$ cat config.mk
export PLATFORM = sky130hd
export DESIGN_NAME = pipeCore
export DESIGN_NICKNAME = d
export VERILOG_FILES = /design/src/cpuPkg.sv /design/src/stageIf.sv /design/src/regFile.sv /design/src/alu.sv /design/src/decodeStage.sv /design/src/forwardUnit.sv /design/src/executeStage.sv /design/src/memStage.sv /design/src/pipeCore.sv
export SDC_FILE = /design/constraint.sdc
export NUM_CORES = 2
export LEC_CHECK = 0
export BUFFER_PORTS_ARGS = -buffer_cell sky130_fd_sc_hd__buf_2
export CORE_MARGIN = 4
export CORE_UTILIZATION = 33
export CTS_BUF_LIST = sky130_fd_sc_hd__clkbuf_4 sky130_fd_sc_hd__clkbuf_8
export DETAILED_ROUTE_END_ITERATION = 6
export GPL_TIMING_DRIVEN = 0
export HOLD_SLACK_MARGIN = 0.08
export SLEW_MARGIN = 40
export SYNTH_ARGS = -nofsm -noshare
export SYNTH_HDL_FRONTEND = slang
export SYNTH_SLANG_ARGS = --single-unit
$ cat constraint.sdc
create_clock -name clk -period 13.6 [get_ports clk]
set_input_delay 0.68 -clock clk [delete_from_list [all_inputs] [get_ports clk]]
set_output_delay 0.68 -clock clk [all_outputs]
set_load 0.005 [all_outputs]
$ cat src/cpuPkg.sv
/*
   shared widths, instruction field positions and encodings
   for the 16-bit integer pipeline slice
*/
package cpuPkg;

   // datapath and register index widths
   localparam int dataW    = 16;
   localparam int regAddrW = 3;
   localparam int numRegs  = 2 ** regAddrW;

   // data memory geometry, address is the low bits of the effective address
   localparam int memAddrW = 8;
   localparam int memWords = 256;

   // instruction field positions
   localparam int opMsb = 15;
   localparam int opLsb = 12;
   localparam int rdMsb = 11;
   localparam int rdLsb = 9;
   localparam int rsMsb = 8;
   localparam int rsLsb = 6;
   localparam int rtMsb = 5;
   localparam int rtLsb = 3;

   // immediate widths, all taken from bit 0 upward
   localparam int imm6W = 6;
   localparam int imm8W = 8;
   localparam int imm9W = 9;

   // jal writes its link value here
   localparam logic [regAddrW-1:0] linkReg = 3'd7;

   typedef enum logic [3:0] {
      opAdd  = 4'h0,
      opSub  = 4'h1,
      opAnd  = 4'h2,
      opXor  = 4'h3,
      opAddi = 4'h4,
      opLdi  = 4'h5,
      opLd   = 4'h6,
      opSt   = 4'h7,
      opBeqz = 4'h8,
      opBltz = 4'h9,
      opJal  = 4'hA,
      opJr   = 4'hB,
      opNop  = 4'hF
   } opcode_e;

   typedef enum logic [1:0] {aluAdd, aluSub, aluAnd, aluXor} aluOp_e;

   // operand source picked by the forwarding unit
   typedef enum logic [1:0] {fwdNone, fwdXm, fwdMw} fwdSel_e;

endpackage

$ cat src/stageIf.sv
/*
   stage bundle, one instruction's control and data between two pipeline stages
*/
`timescale 1ns/1ps
interface stageIf import cpuPkg::*; ();
   logic                valid;
   opcode_e             opcode;
   logic [dataW-1:0]    pc;
   logic [regAddrW-1:0] destReg;
   logic                writesReg;
   // operand values with their indices and read flags
   logic [dataW-1:0]    srcA;
   logic [dataW-1:0]    srcB;
   logic [regAddrW-1:0] srcAIdx;
   logic [regAddrW-1:0] srcBIdx;
   logic                readsA;
   logic                readsB;
   logic [dataW-1:0]    imm;
   aluOp_e              aluOp;
   logic [dataW-1:0]    result;
   logic [dataW-1:0]    storeData;

   modport drv (output valid, opcode, pc, destReg, writesReg, srcA, srcB, srcAIdx, srcBIdx,
                readsA, readsB, imm, aluOp, result, storeData);
   modport rcv (input valid, opcode, pc, destReg, writesReg, srcA, srcB, srcAIdx, srcBIdx,
                readsA, readsB, imm, aluOp, result, storeData);
endinterface

$ cat src/regFile.sv
/*
   8 x 16 register file, two read ports and one write port
   a read of the register being written returns the new value
*/
`timescale 1ns/1ps
module regFile import cpuPkg::*; (
   input  logic                clk,
   input  logic                arstN,
   input  logic [regAddrW-1:0] raddrA,
   input  logic [regAddrW-1:0] raddrB,
   input  logic                we,
   input  logic [regAddrW-1:0] waddr,
   input  logic [dataW-1:0]    wdata,
   output logic [dataW-1:0]    rdataA,
   output logic [dataW-1:0]    rdataB
);
   logic [dataW-1:0] regs [numRegs];

   // all registers start at zero, r0 included
   always_ff @(posedge clk or negedge arstN) begin
      if (!arstN) begin
         regs <= '{default: '0};
      end else if (we) begin
         regs[waddr] <= wdata;
      end
   end

   // write-to-read bypass covers the distance-3 consumer
   assign rdataA = (we && (waddr == raddrA)) ? wdata : regs[raddrA];
   assign rdataB = (we && (waddr == raddrB)) ? wdata : regs[raddrB];

endmodule

$ cat src/alu.sv
/*
   16-bit ALU, add, subtract, and, xor, with zero and sign flags
*/
`timescale 1ns/1ps
module alu import cpuPkg::*; (
   input  logic [dataW-1:0] a,
   input  logic [dataW-1:0] b,
   input  aluOp_e           op,
   output logic [dataW-1:0] y,
   output logic             zero,
   output logic             sign
);

   // add and sub wrap around, no carry out
   always_comb begin
      case (op)
         aluAdd: y = a + b;
         aluSub: y = a - b;
         aluAnd: y = a & b;
         aluXor: y = a ^ b;
         default: y = a + b;
      endcase
   end

   assign zero = (y == '0);
   // msb as two's complement sign
   assign sign = y[dataW-1];

endmodule

$ cat src/decodeStage.sv
/*
   decode stage, splits the instruction, extends immediates,
   reads operands and registers the decode/execute bundle
*/
`timescale 1ns/1ps
module decodeStage import cpuPkg::*; (
   input  logic                clk,
   input  logic                arstN,
   input  logic                instrValid,
   input  logic [dataW-1:0]    instr,
   input  logic [dataW-1:0]    pc,
   input  logic [dataW-1:0]    rdataA,
   input  logic [dataW-1:0]    rdataB,
   output logic [regAddrW-1:0] raddrA,
   output logic [regAddrW-1:0] raddrB,
   stageIf.drv                 dx
);
   opcode_e             op;
   logic [regAddrW-1:0] rd;
   logic [regAddrW-1:0] rs;
   logic [regAddrW-1:0] rt;
   logic                regOp;
   logic                rdOnB;
   logic                readsA;
   logic                readsB;
   logic                writesReg;
   logic [dataW-1:0]    imm;
   aluOp_e              aluOp;

   assign op = opcode_e'(instr[opMsb:opLsb]);
   assign rd = instr[rdMsb:rdLsb];
   assign rs = instr[rsMsb:rsLsb];
   assign rt = instr[rtMsb:rtLsb];

   // three-register ALU ops
   assign regOp     = op inside {opAdd, opSub, opAnd, opXor};
   // stores and branches read rd on port B
   assign rdOnB     = op inside {opSt, opBeqz, opBltz};
   assign readsA    = regOp || (op inside {opAddi, opLd, opSt, opJr});
   assign readsB    = regOp || rdOnB;
   assign writesReg = regOp || (op inside {opAddi, opLdi, opLd, opJal});

   assign raddrA = rs;
   assign raddrB = rdOnB ? rd : rt;

   // immediate select and sign extension
   always_comb begin
      case (op)
         opAddi, opLd, opSt: imm = {{(dataW-imm6W){instr[imm6W-1]}}, instr[imm6W-1:0]};
         opLdi, opBeqz, opBltz: imm = {{(dataW-imm8W){instr[imm8W-1]}}, instr[imm8W-1:0]};
         opJal: imm = {{(dataW-imm9W){instr[imm9W-1]}}, instr[imm9W-1:0]};
         default: imm = '0;
      endcase
   end

   // address and link adds go through aluAdd
   always_comb begin
      case (op)
         opSub: aluOp = aluSub;
         opAnd: aluOp = aluAnd;
         opXor: aluOp = aluXor;
         default: aluOp = aluAdd;
      endcase
   end

   // control part of the bundle
   always_ff @(posedge clk or negedge arstN) begin
      if (!arstN) begin
         dx.valid     <= 1'b0;
         dx.opcode    <= opNop;
         dx.writesReg <= 1'b0;
         dx.readsA    <= 1'b0;
         dx.readsB    <= 1'b0;
      end else begin
         dx.valid     <= instrValid;
         dx.opcode    <= op;
         dx.writesReg <= writesReg;
         dx.readsA    <= readsA;
         dx.readsB    <= readsB;
      end
   end

   // payload part
   always_ff @(posedge clk) begin
      dx.pc      <= pc;
      dx.destReg <= (op == opJal) ? linkReg : rd;
      dx.srcA    <= rdataA;
      dx.srcB    <= rdataB;
      dx.srcAIdx <= raddrA;
      dx.srcBIdx <= raddrB;
      dx.imm     <= imm;
      dx.aluOp   <= aluOp;
   end

   // results are produced in execute
   assign dx.result    = '0;
   assign dx.storeData = '0;

endmodule

$ cat src/forwardUnit.sv
/*
   forwarding unit, picks the youngest in-flight producer
   for each execute-stage source register
*/
`timescale 1ns/1ps
module forwardUnit import cpuPkg::*; (
   stageIf.rcv                 dx,
   stageIf.rcv                 xm,
   input  logic                mwValid,
   input  logic [regAddrW-1:0] mwReg,
   input  logic                mwWrites,
   output fwdSel_e             fwdA,
   output fwdSel_e             fwdB
);
   logic xmHitA;
   logic xmHitB;
   logic mwHitA;
   logic mwHitB;
   logic loadUse;

   // distance 1, result still in the execute/memory register
   assign xmHitA = xm.valid && xm.writesReg && (xm.destReg == dx.srcAIdx);
   assign xmHitB = xm.valid && xm.writesReg && (xm.destReg == dx.srcBIdx);
   // distance 2, value sits in the memory/write-back register
   assign mwHitA = mwValid && mwWrites && (mwReg == dx.srcAIdx);
   assign mwHitB = mwValid && mwWrites && (mwReg == dx.srcBIdx);

   // youngest producer first
   always_comb begin
      fwdA = fwdNone;
      if (dx.readsA && xmHitA) fwdA = fwdXm;
      else if (dx.readsA && mwHitA) fwdA = fwdMw;
   end

   always_comb begin
      fwdB = fwdNone;
      if (dx.readsB && xmHitB) fwdB = fwdXm;
      else if (dx.readsB && mwHitB) fwdB = fwdMw;
   end

   // a load result is not ready one slot later, the stream has to leave a gap
   assign loadUse = (xm.opcode == opLd) && ((dx.readsA && xmHitA) || (dx.readsB && xmHitB));

   always_comb begin
      assert final (dx.valid !== 1'b1 || !loadUse)
         else $error("load-use hazard, consumer directly behind load to r%0d", xm.destReg);
   end

endmodule

$ cat src/executeStage.sv
/*
   execute stage, operand forwarding, ALU, branch and jump resolution,
   link value, redirect and the execute/memory register
*/
`timescale 1ns/1ps
module executeStage import cpuPkg::*; (
   input  logic             clk,
   input  logic             arstN,
   input  fwdSel_e          fwdA,
   input  fwdSel_e          fwdB,
   input  logic [dataW-1:0] mwData,
   stageIf.rcv              dx,
   stageIf.drv              xm,
   output logic             redirectValid,
   output logic [dataW-1:0] redirectPc
);
   logic [dataW-1:0] opA;
   logic [dataW-1:0] opB;
   logic [dataW-1:0] aluA;
   logic [dataW-1:0] aluB;
   logic [dataW-1:0] aluY;
   logic             aluZero;
   logic             aluSign;
   logic             useImm;
   logic             isBranch;
   logic             taken;
   logic             redirect;
   logic [dataW-1:0] pcPlus1;
   logic [dataW-1:0] target;
   logic [dataW-1:0] result;

   function automatic logic [dataW-1:0] fwdMux(input fwdSel_e sel,
                                                input logic [dataW-1:0] fromRf,
                                                input logic [dataW-1:0] fromXm,
                                                input logic [dataW-1:0] fromMw);
      case (sel)
         fwdXm: return fromXm;
         fwdMw: return fromMw;
         default: return fromRf;
      endcase
   endfunction

   assign opA = fwdMux(fwdA, dx.srcA, xm.result, mwData);
   assign opB = fwdMux(fwdB, dx.srcB, xm.result, mwData);

   assign useImm   = dx.opcode inside {opAddi, opLd, opSt};
   assign isBranch = dx.opcode inside {opBeqz, opBltz};

   // branches pass rd through the adder so the flags describe it
   assign aluA = isBranch ? '0 : opA;
   assign aluB = useImm ? dx.imm : opB;

   alu u_alu (
      .a    (aluA),
      .b    (aluB),
      .op   (dx.aluOp),
      .y    (aluY),
      .zero (aluZero),
      .sign (aluSign)
   );

   assign taken = ((dx.opcode == opBeqz) && aluZero) || ((dx.opcode == opBltz) && aluSign);

   // pc-relative target, jr jumps to the forwarded register
   assign pcPlus1 = dx.pc + 1'b1;
   assign target  = (dx.opcode == opJr) ? opA : pcPlus1 + dx.imm;
   assign redirect = dx.valid && (taken || (dx.opcode inside {opJal, opJr}));

   always_comb begin
      case (dx.opcode)
         opLdi: result = dx.imm;
         opJal: result = pcPlus1;
         default: result = aluY;
      endcase
   end

   always_ff @(posedge clk or negedge arstN) begin
      if (!arstN) begin
         xm.valid      <= 1'b0;
         xm.opcode     <= opNop;
         xm.writesReg  <= 1'b0;
         xm.readsA     <= 1'b0;
         xm.readsB     <= 1'b0;
         redirectValid <= 1'b0;
      end else begin
         xm.valid      <= dx.valid;
         xm.opcode     <= dx.opcode;
         xm.writesReg  <= dx.writesReg;
         xm.readsA     <= dx.readsA;
         xm.readsB     <= dx.readsB;
         redirectValid <= redirect;
      end
   end

   // forwarded operands travel on, store data is forwarded B
   always_ff @(posedge clk) begin
      xm.pc        <= dx.pc;
      xm.destReg   <= dx.destReg;
      xm.srcA      <= opA;
      xm.srcB      <= opB;
      xm.srcAIdx   <= dx.srcAIdx;
      xm.srcBIdx   <= dx.srcBIdx;
      xm.imm       <= dx.imm;
      xm.aluOp     <= dx.aluOp;
      xm.result    <= result;
      xm.storeData <= opB;
      redirectPc   <= target;
   end

   // a redirect belongs to the instruction now in memory stage and carries a known target
   assert property (@(posedge clk) disable iff (!arstN)
                    redirectValid |-> xm.valid && !$isunknown(redirectPc))
      else $error("redirect with no valid instruction in memory stage or an unknown target");

endmodule

$ cat src/memStage.sv
/*
   memory stage, 256-word data memory, load or ALU result select
   and the memory/write-back register feeding write-back
*/
`timescale 1ns/1ps
module memStage import cpuPkg::*; (
   input  logic                clk,
   input  logic                arstN,
   stageIf.rcv                 xm,
   output logic                mwValid,
   output logic [regAddrW-1:0] mwReg,
   output logic [dataW-1:0]    mwData,
   output logic                mwWrites,
   output logic                wbValid,
   output logic [regAddrW-1:0] wbReg,
   output logic [dataW-1:0]    wbData
);
   logic [dataW-1:0]    mem [memWords];
   logic [memAddrW-1:0] addr;
   logic [dataW-1:0]    loadWord;

   // word address from the low bits of rs + imm6
   assign addr     = xm.result[memAddrW-1:0];
   assign loadWord = mem[addr];

   always_ff @(posedge clk) begin
      if (xm.valid && (xm.opcode == opSt)) begin
         mem[addr] <= xm.storeData;
      end
   end

   always_ff @(posedge clk or negedge arstN) begin
      if (!arstN) begin
         mwValid  <= 1'b0;
         mwWrites <= 1'b0;
      end else begin
         mwValid  <= xm.valid;
         mwWrites <= xm.writesReg;
      end
   end

   always_ff @(posedge clk) begin
      mwReg  <= xm.destReg;
      mwData <= (xm.opcode == opLd) ? loadWord : xm.result;
   end

   // only register writers retire on the write-back port
   assign wbValid = mwValid && mwWrites;
   assign wbReg   = mwReg;
   assign wbData  = mwData;

   assert property (@(posedge clk) disable iff (!arstN) wbValid |-> !$isunknown(wbData))
      else $error("write-back to r%0d with unknown data", wbReg);

endmodule

$ cat src/pipeCore.sv
/*
   pipeline core top, decode, execute and memory/write-back stages
   around the register file and the forwarding unit
*/
`timescale 1ns/1ps
module pipeCore import cpuPkg::*; (
   input  logic                clk,
   input  logic                arstN,
   input  logic                instrValid,
   input  logic [dataW-1:0]    instr,
   input  logic [dataW-1:0]    pc,
   output logic                wbValid,
   output logic [regAddrW-1:0] wbReg,
   output logic [dataW-1:0]    wbData,
   output logic                redirectValid,
   output logic [dataW-1:0]    redirectPc
);
   logic [regAddrW-1:0] raddrA;
   logic [regAddrW-1:0] raddrB;
   logic [dataW-1:0]    rdataA;
   logic [dataW-1:0]    rdataB;
   fwdSel_e             fwdA;
   fwdSel_e             fwdB;
   logic                mwValid;
   logic [regAddrW-1:0] mwReg;
   logic [dataW-1:0]    mwData;
   logic                mwWrites;

   // decode to execute and execute to memory bundles
   stageIf dx ();
   stageIf xm ();

   // write port fed from the memory/write-back register
   regFile u_regFile (
      .clk    (clk),
      .arstN  (arstN),
      .raddrA (raddrA),
      .raddrB (raddrB),
      .we     (wbValid),
      .waddr  (mwReg),
      .wdata  (mwData),
      .rdataA (rdataA),
      .rdataB (rdataB)
   );

   decodeStage u_decode (
      .clk        (clk),
      .arstN      (arstN),
      .instrValid (instrValid),
      .instr      (instr),
      .pc         (pc),
      .rdataA     (rdataA),
      .rdataB     (rdataB),
      .raddrA     (raddrA),
      .raddrB     (raddrB),
      .dx         (dx.drv)
   );

   forwardUnit u_forward (
      .dx       (dx.rcv),
      .xm       (xm.rcv),
      .mwValid  (mwValid),
      .mwReg    (mwReg),
      .mwWrites (mwWrites),
      .fwdA     (fwdA),
      .fwdB     (fwdB)
   );

   executeStage u_execute (
      .clk           (clk),
      .arstN         (arstN),
      .fwdA          (fwdA),
      .fwdB          (fwdB),
      .mwData        (mwData),
      .dx            (dx.rcv),
      .xm            (xm.drv),
      .redirectValid (redirectValid),
      .redirectPc    (redirectPc)
   );

   memStage u_mem (
      .clk      (clk),
      .arstN    (arstN),
      .xm       (xm.rcv),
      .mwValid  (mwValid),
      .mwReg    (mwReg),
      .mwData   (mwData),
      .mwWrites (mwWrites),
      .wbValid  (wbValid),
      .wbReg    (wbReg),
      .wbData   (wbData)
   );

endmodule

==> metrics.md <==
| Metric | Value |
|---|---|
| Crit path DAT | 9310 ps |
| Top cell type's share of synthesized area | 0.718 |
| Vias in the first global route | 94773 |
| Slew @ Worst Pin | 1040 ps |
| Critical path class | reg -> reg |
| Worst r2r src | u_execute.xm.result[0] |
| Number of max-cap violations | 0 |
| Pin count of the biggest net entering global routing | 73 |
| Mapped Cells | 7764 |
| Vias | 100624 |
| Synth area leader | edfxtp_1 |
| Setup TNS | 0 ps |
| Fmax | 0.123 GHz |
| Worst setup path end | u_execute.redirectValid |
| Sequential group share of total power | 0.348 |
| Pwr per Cell Area | 233 mW/mm^2 |
| H-tree levels | 6 |
| Avg Cell Area, Syn | 22.1 um^2 |
| Port buffer count | 71 |
| Clock power share | 0.230 |
| Most used DFF post-synth | edfxtp_1 |
| Vias/cell | 6.04 |
| CP most frequent cell | buf_2 |
| Gr usage total | 0.273 |
| Routed WL per cell | 44.5 um |
| Final setup margin | 5480 ps |
| First drt pass iteration count | 7 |
| Final period util | 0.597 |
| Failing checks | DRC |
| Setup Skew | 118 ps |
| Worst Path Max Fanout | 10 |
| Max Root-Sink Buffers | 4 |
| Async SR Flop Fraction | 0.0331 |
| Critical-path cell list | buf_2 -> buf_2 -> buf_2 -> buf_4 -> buf_2 -> clkbuf_2 -> a21oi_1 -> or2_2 -> ha_1 -> fa_1 -> nor2b_1 -> o21a_1 -> o21ai_0 -> a211oi_1 -> o21ai_0 -> a21oi_1 -> mux2_2 -> nor3_1 -> nand4_1 -> mux2i_1 -> a31o_1 |
| PostCTS Resize Cnt | 0 |
| Drt drc | 5 |
| Fill cells | 44690 |
| Commonest non-fill, non-tap cell in the layout | edfxtp_1 |
| Die X-Extent | 728 um |
| Slowest-stage cell, CP | buf_2 |
| Initial Util | 0.331 |
| Tmin final | 8120 ps |
| Reg clk slew, reported paths | 60 ps |
| Gate power share | 0.422 |
| Cts bufs inserted | 680 |
| Commonest non-fill, non-tap cells in the layout | edfxtp_1, mux4_2, clkbuf_8, clkbuf_4, nor2_4 |
| WP data required | 14780 ps |
| First-pass GRT wire length | 947000 um |
| Cells after DPL | 15317 |
| Switching pwr | 20.0 mW |
| Area of the core | 0.517 mm^2 |
| Lkg Pwr | 66.8 nW |
| Rel. slew slack | 0.298 |
| Final slew viol count | 0 |
| Rows | 264 |
| Post-Place Setup Slack | 5540 ps |
| Area Growth Syn to Fin | 22.5% |
| Syn nets | 7849 |
| Die Height | 728 um |
| RR Endpoint | u_execute.redirectValid |
| Synth Cell Area | 0.171 mm^2 |
| Congestion Overflow GR | 0 |
| Hold Path Class | in -> reg |
| CTS tree | done |
| Share of layout cells above drive strength 1 | 0.397 |
| Synth top area cells | edfxtp_1, mux4_2, dfrtp_1 |
| Post-synth EDFFs | 4096 |
| Initial antenna violation count | 91 |
| RSZ-0062 raised after global routing | false |
| Final ANT Viol Nets | 0 |
| R2r setup slk | 5480 ps |
| Setup crit end kind | flop |
| Outcome | finished with violations |
| Detailed Route Iter0 Violations | 19997 |
| Critical Path Start | u_execute.xm.result[0] |
| Final std cells w/o fill | 16647 |
| Clock Sinks | 4379 |
| Hold Slack | 211 ps |
| Worst Reg-to-Reg Cells | 21 |
| Max VDD drop | 0.000144 V |
| Worst-Skew Late Latency | 1330 ps |
| Library cells used by synthesis | 75 |
| DP HPWL | 542000 um |
| Final setup vio count | 0 |
| Flops & latches, synth | 4379 |
| Worst setup SP type | flop |
| Yosys synthesis warning count | 0 |
| Die ar. | 0.531 mm^2 |
| Clock Root Buffer | clkbuf_8 |
| Post-synthesis sequential area ratio | 0.756 |
| Top Ports | 72 |
| # nets final | 9229 |
| Crit-path max cell delay | 770 ps |
| Power Internal | 29.0 mW |
| Final GP Congestion | 1.08 |
| Switching portion of total power | 0.408 |
| Final hold violations | 0 |
| Post-Route WL | 741000 um |
[registers in the layout (all words and copies together), names as in the netlist, 4 cells and up]
signal and count:
u_decode.dx.imm 9, u_decode.dx.srcB 16, u_execute.xm.result 16, u_regFile.regs 128
u_decode.dx.pc 16, u_execute.xm.opcode 4, u_decode.dx.opcode 4, u_decode.dx.srcA 16
u_execute.xm.storeData 16, u_execute.redirectPc 16, u_mem.mwData 16, u_mem.mem 4096
[through the flow]
step / power, mW / area [um^2] / util
after floorplan: 25.0 / 171000 / -
after global placement: 35.1 / 180000 / 0.349
after detailed placement: 36.7 / 196000 / 0.378
after CTS: 47.7 / 209000 / 0.405
after global routing: 49.0 / 210000 / 0.405
final: 48.9 / 210000 / 0.406
[synth_stat cells (61+ instances only)]
library cell,number
dfxtp_1,138
dfrtp_1,137
edfxtp_1,4096
nor2_1,404
buf_1,97
a211oi_1,61
buf_2,62
nand2_1,156
clkbuf_1,283
mux2_2,141
o21ai_0,67
mux2i_1,98
a21oi_1,115
mux4_2,1318
[power by group through the flow]
stage          Clock (mW)  Combinational, mW  Sequential (mW)
2_1_floorplan           0               6.85             18.1
3_3_place_gp            0               15.7             19.4
3_5_place_dp            0               19.4             17.3
4_1_cts              11.2               19.4             17.0
5_1_grt              11.9               20.1             17.1
6_report             11.2               20.6             17.0
[worst max-delay path, delay by kind of cell, from the launching register on]
kind                       cells  cell delay [ps]
AOI/OAI and AO/OA              7             1620
adders and majority gates      2              730
buffers and inverters          6             3760
DFF                            1              310
muxes                          2              580
and+or+nand+nor                4              950
[per-layer routing]
layer	routed length [um]	track usage	vias up
met3	123000	0.139	1962
met5	1220	0.0170	-
met1	249000	0.330	53537
met2	308000	0.380	9357
met4	59100	0.182	40
li1	-	-	35728
[how the worst min path moves through the flow]
| stage | from | slack [ps] | endpoint | cells after the start |
|---|---|---|---|---|
| 2_1_floorplan | u_decode.dx.destReg[0] | 310 | u_execute.xm.destReg[0] | 0 |
| 3_3_place_gp | u_decode.dx.destReg[1] | 320 | u_execute.xm.destReg[1] | 0 |
| 3_5_place_dp | u_decode.dx.destReg[1] | 320 | u_execute.xm.destReg[1] | 0 |
| 4_1_cts | instr[11] | 120 | u_decode.dx.destReg[2] | 3 |
| 5_1_grt | instr[11] | 230 | u_decode.dx.destReg[2] | 3 |
| 6_report | instr[11] | 210 | u_decode.dx.destReg[2] | 3 |
[final cells by class]
class | count | area [um^2] | area share
flip-flops and latches | 4379 | 129000 | 0.617
multi-input cells | 2900 | 42100 | 0.201
repair buffers | 698 | 13400 | 0.0637
clock buffers | 900 | 11100 | 0.0530
well taps | 6916 | 8650 | 0.0413
plain buffers | 447 | 2520 | 0.0120
clock inverters | 310 | 2240 | 0.0107
diodes | 59 | 148 | 0.000704
inverters | 38 | 143 | 0.000680
[cells by family after synthesis]
group / Yosys count / synth area share
xor+xnor: 69 / 0.00366
flops: 4379 / 0.756
mux: 1560 / 0.189
simple gates: 804 / 0.0209
buf+inv: 485 / 0.0112
fa+ha+maj: 50 / 0.00374
compound gates: 417 / 0.0163
[repair_timing]
action,4_1_cts,5_1_grt
hold endpoints to repair,186,0
hold buffers,60,0
setup buffers,0,0
No activity file was read; power rests on OpenSTA's default activity.
